File: src/rv_isa_pkg.sv
package rv_isa_pkg;

  // base integer width
  localparam int XLEN = 32;

  // major opcodes
  localparam logic [6:0] OPC_LOAD   = 7'b0000011;
  localparam logic [6:0] OPC_STORE  = 7'b0100011;
  localparam logic [6:0] OPC_OP     = 7'b0110011;
  localparam logic [6:0] OPC_OP_IMM = 7'b0010011;
  localparam logic [6:0] OPC_BRANCH = 7'b1100011;
  localparam logic [6:0] OPC_JAL    = 7'b1101111;
  localparam logic [6:0] OPC_JALR   = 7'b1100111;
  localparam logic [6:0] OPC_LUI    = 7'b0110111;
  localparam logic [6:0] OPC_AUIPC  = 7'b0010111;
  localparam logic [6:0] OPC_SYSTEM = 7'b1110011;

  // branch conditions
  localparam logic [2:0] F3_BEQ  = 3'b000;
  localparam logic [2:0] F3_BNE  = 3'b001;
  localparam logic [2:0] F3_BLT  = 3'b100;
  localparam logic [2:0] F3_BGE  = 3'b101;
  localparam logic [2:0] F3_BLTU = 3'b110;
  localparam logic [2:0] F3_BGEU = 3'b111;

  // register form, also the common opcode/funct3 view
  typedef struct packed {
    logic [6:0] funct7;
    logic [4:0] rs2;
    logic [4:0] rs1;
    logic [2:0] funct3;
    logic [4:0] rd;
    logic [6:0] opcode;
  } inst_r_t;

  // system form, funct12 selects ecall/mret
  typedef struct packed {
    logic [11:0] funct12;
    logic [4:0]  rs1;
    logic [2:0]  funct3;
    logic [4:0]  rd;
    logic [6:0]  opcode;
  } inst_sys_t;

  typedef union packed {
    inst_r_t   r;
    inst_sys_t sys;
  } inst_u;

endpackage

File: src/ctrl_pkg.sv
package ctrl_pkg;

  // alu operation class from the main decoder
  localparam logic [1:0] ALU_OP_ADD   = 2'd0;
  localparam logic [1:0] ALU_OP_SUB   = 2'd1;
  localparam logic [1:0] ALU_OP_FUNCT = 2'd2;

  // MEM-stage result select
  localparam logic [1:0] RESM_ALU      = 2'd0;
  localparam logic [1:0] RESM_IMM_PLUS = 2'd1;
  localparam logic [1:0] RESM_PC4      = 2'd2;

  // WB-stage result select
  localparam logic RESW_RESM = 1'b0;
  localparam logic RESW_LOAD = 1'b1;

  // base for the immediate adder: pc (auipc) or zero (lui)
  localparam logic IMMP_PC   = 1'b0;
  localparam logic IMMP_ZERO = 1'b1;

  typedef enum logic [3:0] {
    ALU_ADD, ALU_SUB, ALU_AND, ALU_OR, ALU_XOR,
    ALU_SLL, ALU_SRL, ALU_SRA, ALU_SLT, ALU_SLTU
  } alu_ctrl_e;

  typedef enum logic [2:0] {IMM_I, IMM_S, IMM_B, IMM_U, IMM_J} imm_src_e;

  typedef enum logic [1:0] {
    PC_PLUS4, PC_BRANCH_TARGET, PC_JALR_TARGET, PC_TRAP_VECTOR
  } pc_src_e;

  typedef struct packed {
    logic zero;
    logic neg;
    logic neg_u;
  } alu_flags_t;

  typedef struct packed {
    logic result_w_src;
    logic reg_write;
  } wb_ctrl_t;

  typedef struct packed {
    logic       mem_req;
    logic       mem_write;
    logic [1:0] mem_size;
    logic       load_signed;
    logic [1:0] result_m_src;
    wb_ctrl_t   wb;
  } mem_ctrl_t;

  // alu_ctrl sits in the top bits
  typedef struct packed {
    alu_ctrl_e  alu_ctrl;
    logic       alu_src;
    logic       imm_plus_src;
    logic       ecall;
    logic [2:0] funct3;
    logic       branch;
    logic       jalr;
    mem_ctrl_t  mem;
  } ex_ctrl_t;

  typedef struct packed {
    imm_src_e imm_src;
    logic     jal;
    logic     ecall;
    logic     mret;
  } id_ctrl_t;

endpackage

File: src/main_decoder.sv
`timescale 1ns/1ps

module main_decoder
  import rv_isa_pkg::*;
  import ctrl_pkg::*;
(
  input  inst_u      i_inst,
  output id_ctrl_t   o_id_ctrl,
  output ex_ctrl_t   o_ex_ctrl,
  output logic [1:0] o_alu_op
);

  logic sys_f3_zero;

  assign sys_f3_zero = (i_inst.sys.funct3 == 3'b000);

  always_comb begin
    o_id_ctrl = '0;
    o_ex_ctrl = '0;
    o_alu_op  = ALU_OP_ADD;
    o_ex_ctrl.funct3 = i_inst.r.funct3;

    case (i_inst.r.opcode)
      OPC_LOAD: begin
        o_id_ctrl.imm_src             = IMM_I;
        o_ex_ctrl.alu_src             = 1'b1;
        o_ex_ctrl.mem.mem_req         = 1'b1;
        o_ex_ctrl.mem.mem_size        = i_inst.r.funct3[1:0];
        o_ex_ctrl.mem.load_signed     = ~i_inst.r.funct3[2];
        o_ex_ctrl.mem.result_m_src    = RESM_ALU;
        o_ex_ctrl.mem.wb.result_w_src = RESW_LOAD;
        o_ex_ctrl.mem.wb.reg_write    = 1'b1;
      end
      OPC_STORE: begin
        o_id_ctrl.imm_src         = IMM_S;
        o_ex_ctrl.alu_src         = 1'b1;
        o_ex_ctrl.mem.mem_req     = 1'b1;
        o_ex_ctrl.mem.mem_write   = 1'b1;
        o_ex_ctrl.mem.mem_size    = i_inst.r.funct3[1:0];
        o_ex_ctrl.mem.load_signed = ~i_inst.r.funct3[2];
      end
      OPC_OP: begin
        o_alu_op                   = ALU_OP_FUNCT;
        o_ex_ctrl.mem.wb.reg_write = 1'b1;
      end
      OPC_OP_IMM: begin
        o_alu_op                   = ALU_OP_FUNCT;
        o_id_ctrl.imm_src          = IMM_I;
        o_ex_ctrl.alu_src          = 1'b1;
        o_ex_ctrl.mem.wb.reg_write = 1'b1;
      end
      OPC_BRANCH: begin
        // compare by subtraction, flags go to the branch resolver
        o_alu_op          = ALU_OP_SUB;
        o_id_ctrl.imm_src = IMM_B;
        o_ex_ctrl.branch  = 1'b1;
      end
      OPC_JAL: begin
        o_id_ctrl.imm_src          = IMM_J;
        o_id_ctrl.jal              = 1'b1;
        o_ex_ctrl.mem.result_m_src = RESM_PC4;
        o_ex_ctrl.mem.wb.reg_write = 1'b1;
      end
      OPC_JALR: begin
        o_id_ctrl.imm_src          = IMM_I;
        o_ex_ctrl.alu_src          = 1'b1;
        o_ex_ctrl.jalr             = 1'b1;
        o_ex_ctrl.mem.result_m_src = RESM_PC4;
        o_ex_ctrl.mem.wb.reg_write = 1'b1;
      end
      OPC_LUI, OPC_AUIPC: begin
        o_id_ctrl.imm_src          = IMM_U;
        o_ex_ctrl.imm_plus_src     = i_inst.r.opcode[5] ? IMMP_ZERO : IMMP_PC;
        o_ex_ctrl.mem.result_m_src = RESM_IMM_PLUS;
        o_ex_ctrl.mem.wb.reg_write = 1'b1;
      end
      OPC_SYSTEM: begin
        // only ecall and mret, other system words stay inert
        o_id_ctrl.ecall = sys_f3_zero && (i_inst.sys.funct12 == 12'h000);
        o_id_ctrl.mret  = sys_f3_zero && (i_inst.sys.funct12 == 12'h302);
        o_ex_ctrl.ecall = o_id_ctrl.ecall;
      end
      default: begin
        o_ex_ctrl = '0;
      end
    endcase
  end

endmodule

File: src/alu_decoder.sv
`timescale 1ns/1ps

module alu_decoder
  import ctrl_pkg::*;
(
  input  logic [1:0] i_alu_op,
  input  logic [2:0] i_funct3,
  input  logic       i_op_b5,
  input  logic       i_funct7_b5,
  output alu_ctrl_e  o_alu_ctrl
);

  always_comb begin
    case (i_alu_op)
      ALU_OP_ADD: o_alu_ctrl = ALU_ADD;
      ALU_OP_SUB: o_alu_ctrl = ALU_SUB;
      ALU_OP_FUNCT: begin
        case (i_funct3)
          // sub only exists in the register form
          3'b000:  o_alu_ctrl = (i_op_b5 && i_funct7_b5) ? ALU_SUB : ALU_ADD;
          3'b001:  o_alu_ctrl = ALU_SLL;
          3'b010:  o_alu_ctrl = ALU_SLT;
          3'b011:  o_alu_ctrl = ALU_SLTU;
          3'b100:  o_alu_ctrl = ALU_XOR;
          // srai keeps funct7 bit 5 in the immediate
          3'b101:  o_alu_ctrl = i_funct7_b5 ? ALU_SRA : ALU_SRL;
          3'b110:  o_alu_ctrl = ALU_OR;
          default: o_alu_ctrl = ALU_AND;
        endcase
      end
      default: o_alu_ctrl = ALU_ADD;
    endcase
  end

endmodule

File: src/branch_resolver.sv
`timescale 1ns/1ps

module branch_resolver
  import rv_isa_pkg::*;
  import ctrl_pkg::*;
(
  input  ex_ctrl_t   i_ex_ctrl,
  input  alu_flags_t i_flags,
  output pc_src_e    o_pc_src
);

  logic taken;

  // condition from the subtraction flags
  always_comb begin
    case (i_ex_ctrl.funct3)
      F3_BEQ:  taken = i_flags.zero;
      F3_BNE:  taken = ~i_flags.zero;
      F3_BLT:  taken = i_flags.neg;
      F3_BGE:  taken = ~i_flags.neg;
      F3_BLTU: taken = i_flags.neg_u;
      F3_BGEU: taken = ~i_flags.neg_u;
      default: taken = 1'b0;
    endcase
  end

  always_comb begin
    if (i_ex_ctrl.ecall) begin
      o_pc_src = PC_TRAP_VECTOR;
    end else if (i_ex_ctrl.jalr) begin
      o_pc_src = PC_JALR_TARGET;
    end else if (i_ex_ctrl.branch && taken) begin
      o_pc_src = PC_BRANCH_TARGET;
    end else begin
      o_pc_src = PC_PLUS4;
    end
  end

endmodule

File: src/ctrl_stage_regs.sv
`timescale 1ns/1ps

module ctrl_stage_regs
  import ctrl_pkg::*;
(
  input  logic      clk,
  input  logic      i_arst_n,
  input  logic      i_flush,
  input  ex_ctrl_t  i_id_ex,
  output ex_ctrl_t  o_ex,
  output mem_ctrl_t o_mem,
  output wb_ctrl_t  o_wb
);

  // ID/EX, a flush turns the slot into a bubble
  always_ff @(posedge clk or negedge i_arst_n) begin
    if (!i_arst_n) begin
      o_ex <= '0;
    end else if (i_flush) begin
      o_ex <= '0;
    end else begin
      o_ex <= i_id_ex;
    end
  end

  // EX/MEM keeps only the memory and writeback part
  always_ff @(posedge clk or negedge i_arst_n) begin
    if (!i_arst_n) begin
      o_mem <= '0;
    end else begin
      o_mem <= o_ex.mem;
    end
  end

  // MEM/WB
  always_ff @(posedge clk or negedge i_arst_n) begin
    if (!i_arst_n) begin
      o_wb <= '0;
    end else begin
      o_wb <= o_mem.wb;
    end
  end

endmodule

File: src/rv_controller.sv
`timescale 1ns/1ps

module rv_controller
  import rv_isa_pkg::*;
  import ctrl_pkg::*;
(
  input  logic       clk,
  input  logic       i_arst_n,
  input  inst_u      i_inst,
  input  alu_flags_t i_ex_flags,
  input  logic       i_ex_flush,
  output id_ctrl_t   o_id_ctrl,
  output ex_ctrl_t   o_ex_ctrl,
  output pc_src_e    o_ex_pc_src,
  output mem_ctrl_t  o_mem_ctrl,
  output wb_ctrl_t   o_wb_ctrl
);

  ex_ctrl_t   dec_ex_ctrl;
  ex_ctrl_t   id_ex_ctrl;
  logic [1:0] alu_op;
  alu_ctrl_e  alu_ctrl;

  // ID stage
  main_decoder u_main_decoder (
    .i_inst    (i_inst),
    .o_id_ctrl (o_id_ctrl),
    .o_ex_ctrl (dec_ex_ctrl),
    .o_alu_op  (alu_op)
  );

  alu_decoder u_alu_decoder (
    .i_alu_op    (alu_op),
    .i_funct3    (i_inst.r.funct3),
    .i_op_b5     (i_inst.r.opcode[5]),
    .i_funct7_b5 (i_inst.r.funct7[5]),
    .o_alu_ctrl  (alu_ctrl)
  );

  // alu_ctrl replaces the blank top field of the decoded bundle
  assign id_ex_ctrl = {alu_ctrl, dec_ex_ctrl[$bits(ex_ctrl_t)-$bits(alu_ctrl_e)-1:0]};

  ctrl_stage_regs u_stage_regs (
    .clk      (clk),
    .i_arst_n (i_arst_n),
    .i_flush  (i_ex_flush),
    .i_id_ex  (id_ex_ctrl),
    .o_ex     (o_ex_ctrl),
    .o_mem    (o_mem_ctrl),
    .o_wb     (o_wb_ctrl)
  );

  // EX stage
  branch_resolver u_branch_resolver (
    .i_ex_ctrl (o_ex_ctrl),
    .i_flags   (i_ex_flags),
    .o_pc_src  (o_ex_pc_src)
  );

endmodule

File: config.mk
export PLATFORM = sky130hd
export DESIGN_NAME = rv_controller
export DESIGN_NICKNAME = d
export VERILOG_FILES = /design/src/rv_isa_pkg.sv /design/src/ctrl_pkg.sv /design/src/main_decoder.sv /design/src/alu_decoder.sv /design/src/branch_resolver.sv /design/src/ctrl_stage_regs.sv /design/src/rv_controller.sv
export SDC_FILE = /design/constraint.sdc
export NUM_CORES = 1
export LEC_CHECK = 0
export BUFFER_PORTS_ARGS = -buffer_cell sky130_fd_sc_hd__buf_2
export CORE_MARGIN = 2
export CORE_UTILIZATION = 40
export CTS_BUF_LIST = sky130_fd_sc_hd__clkbuf_4 sky130_fd_sc_hd__clkbuf_8
export DETAILED_ROUTE_END_ITERATION = 8
export PLACE_DENSITY_LB_ADDON = 0.12
export SKIP_CTS_REPAIR_TIMING = 1
export SYNTH_ARGS = -nofsm -noshare
export SYNTH_HDL_FRONTEND = slang
export SYNTH_SLANG_ARGS = --single-unit
File: constraint.sdc
create_clock -name clk -period 3.15 [get_ports clk]
set_input_delay 0.63 -clock clk [delete_from_list [all_inputs] [get_ports clk]]
set_output_delay 0.63 -clock clk [all_outputs]
set_load 0.01 [all_outputs]
==> metrics.md <==
| Metric | Value |
|---|---|
| Max Buffers Root-to-Sink | 2 |
| R2R Path Start | u_stage_regs.o_ex[2] |
| Synth Instances | 115 |
| Post-layout util | 0.560 |
| Worst IR Drop VDD | 0.152 mV |
| Final setup violation count | 0 |
| Tmin final | approximately 2.4 ns |
| Via count | roughly 1100 |
| Ys flop type | dfrtp_1 |
| Post-route cell area | 0.00172 mm² |
| Largest stage delay on the critical path | 0.34 ns |
| Most used cell, CP | buf_2 |
| Share of cells above drive strength 1 | 0.419 |
| FFs w/ async S/R, synth | 1.00 |
| R2R Path End | u_stage_regs.o_mem[2] |
| Count leader, synth | dfrtp_1 |
| Starting DRC count in detailed routing | 32 |
| Detail Route Antenna Nets | 0 |
| Fill count | roughly 280 |
| DP HPWL | 2070 µm |
| First-pass GRT wire length | 4240 µm |
| Largest net degree at the start of global routing | 33 |
| Post-Place Cells | between 200 and 250 |
| Status | finished, final reports clean |
| Kind of critical path | input pin to output port |
| First-pass DRT Iterations | 4 |
| CTS tree | built |
| Reg2reg setup slack | roughly 2.6 ns |
| Critical path required time | roughly 2.5 ns |
| Synthesized Nets | 155 |
| Synth top cells by count | dfrtp_1 (32), nor2_1 (14), nor3_1 (9), inv_1 (8), nand3b_1 (5) |
| Critical-path cell list | buf_2 -> and3b_1 -> nand3b_1 -> o21ai_0 -> buf_2 |
| Seq cells post-synth | 32 |
| Initial core utilization | 0.421 |
| Placer Congestion | slightly below 0.9 |
| Core Area | 0.00308 mm² |
| Final nets | 225 |
| Gr usage total | 0.164 |
| Setup ws final | 0.711 ns |
| Die ar. | 0.00371 mm² |
| Worst-case reg-to-reg path depth | 0 |
| CTS buffer count | 5 |
| Critical Path Start Type | input pin |
| Hold Path Class | input pin to async pin |
| Ant diodes | 0 |
| Antenna violations before repair | 0 |
| Worst skew pair latency | 0.33 ns |
| Sequential share of the synthesized area | 0.618 |
| Std cell rows | 20 |
| Input/output buffers | 67 |
| Total congestion overflow | 0 |
| H-tree Lvls | 2 |
| CP Max Fanout | 10 |
| Clock slew at the register clock pins of the worst setup and hold paths | 0.09 ns |
| Clock root cell | clkbuf_4 |
| Worst endpoint data arrival time | 1.81 ns |
| Final Instance Count excl. Fillers | 230 |
| Final setup TNS | 0 ns |
| Avg Cell Area, Syn | ~11 µm² |
| Slew at the pin with the worst max-slew slack | around 0.66 ns |
| Yosys warns | 0 |
| Worst rel slew slack | 0.563 |
| DRC | 0 |
| Clock skew | 0.00503 ns |
| Dominant cells by area after synthesis | dfrtp_1 (62%), nor2_1 (4.1%), nor3_1 (3.5%) |
| Power per cell area | 422 mW/mm² |
| WL per Instance | 11.8 µm |
| Top-level I/O count | 78 |
| Fmax | 410 MHz |
| Via/cell ratio | roughly 4.9 |
| Area after DPL | ~0.0017 mm² |
| EDFF count, synth | 0 |
| CP endpoint kind | output port |
| Multi-input logic area | 437 µm² |
| Post-Route WL | about 2700 µm |
| Fin crit share | 0.774 |
| Slowest CP cell | and3b_1 |
| Synth Cell Area | between 0.001 and 0.0015 mm² |
| Vias in the first global route | 969 |
| Final hold vios | 0 |
| Final Max Slew Viols | 0 |
| Yosys top cell by area | dfrtp_1 |
| Sequential cell area | around 800 µm² |
| Synth unique cells | 33 |
| RSZ-0062 raised after global routing | no |
| Worst slack at placement | 0.744 ns |
| Count of clock tree sinks | 32 |
| Die W | between 60 and 70 µm |
| Die H | 60.9 µm |
| Maxcap violations | 0 |
| Share of the synthesized area in the top cell type | 0.618 |
| P&R area growth vs syn | 33.1% |
| Leak | 0.995 nW |
## kinds of logic after synthesis
family | after synthesis | synth area share
compound gates | 15 | 0.0792
mux | 1 | 0.00773
xor+xnor | 2 | 0.0135
buf+inv | 12 | 0.0444
simple gates | 51 | 0.217
flops | 32 | 0.618
fa+ha+maj | 2 | 0.0193
## metrics by stage
stage / hold slack (ns) / total power, mW
global placement: 0.352 / 0.478
detailed placement: 0.355 / 0.480
CTS: 0.328 / 0.737
global route: 0.371 / 0.763
floorplan: 0.334 / 0.445
finish: 0.315 / 0.727
## metal layers
metal	track usage	wire, µm
met5	0	0
met4	0.0932	59
met3	0.0597	215
met2	0.253	1290
met1	0.198	1140
## critical path: cells and delay by family
family / cells / cell delay [ns]
AND/OR/NAND/NOR: 2 / 0.62
buffers and inverters: 2 / 0.28
AO/OA/AOI/OAI: 1 / 0.28
## cell type report
type / count / share of cell area
Sequential cell: 32 / 0.464
Multi-Input combinational cell: 71 / 0.253
Timing Repair Buffer: 67 / 0.194
Clock buffer: 8 / 0.0385
Tap cell: 44 / 0.0319
Inverter: 8 / 0.0174
## flip-flops by register name (all words and copies together), names as in the netlist
register / flops
u_stage_regs.o_ex: 21
u_stage_regs.o_mem: 9
u_stage_regs.o_wb: 2
## worst max-delay path by stage
stage / startpoint / endpoint / slack, ns / cells past startpoint
after global placement: i_inst[3] / o_id_ctrl[4] / 0.75 / 5
after CTS: i_inst[3] / o_id_ctrl[3] / 0.73 / 5
after detailed placement: i_inst[3] / o_id_ctrl[3] / 0.74 / 5
after global routing: i_inst[3] / o_id_ctrl[4] / 0.63 / 5
final: i_inst[3] / o_id_ctrl[3] / 0.71 / 5
after floorplan: i_inst[3] / o_id_ctrl[3] / 1.01 / 4
## layout by cell type, fill, tap and decap left out, drive strengths merged, types with 2 or more instances in the layout
| master | count |
|---|---|
| or2 | 2 |
| a311oi | 3 |
| inv | 8 |
| nand3 | 4 |
| nor3 | 9 |
| buf | 67 |
| nor4 | 3 |
| dfrtp | 32 |
| and3b | 2 |
| nand2 | 2 |
| nor2 | 14 |
| o21ai | 3 |
| or3 | 2 |
| xor2 | 2 |
| nand3b | 5 |
| clkbuf | 8 |
| ha | 2 |
| a21oi | 3 |
| a31oi | 2 |
| nand2b | 3 |
## power breakdown
group          switching [mW]  total [mW]  internal [mW]  leakage, nW
Clock                   0.128       0.255          0.127       0.0394
Combinational          0.0351      0.0579         0.0229        0.510
Sequential            0.00113       0.414          0.413        0.446
Power figures use the tool's default switching activity.
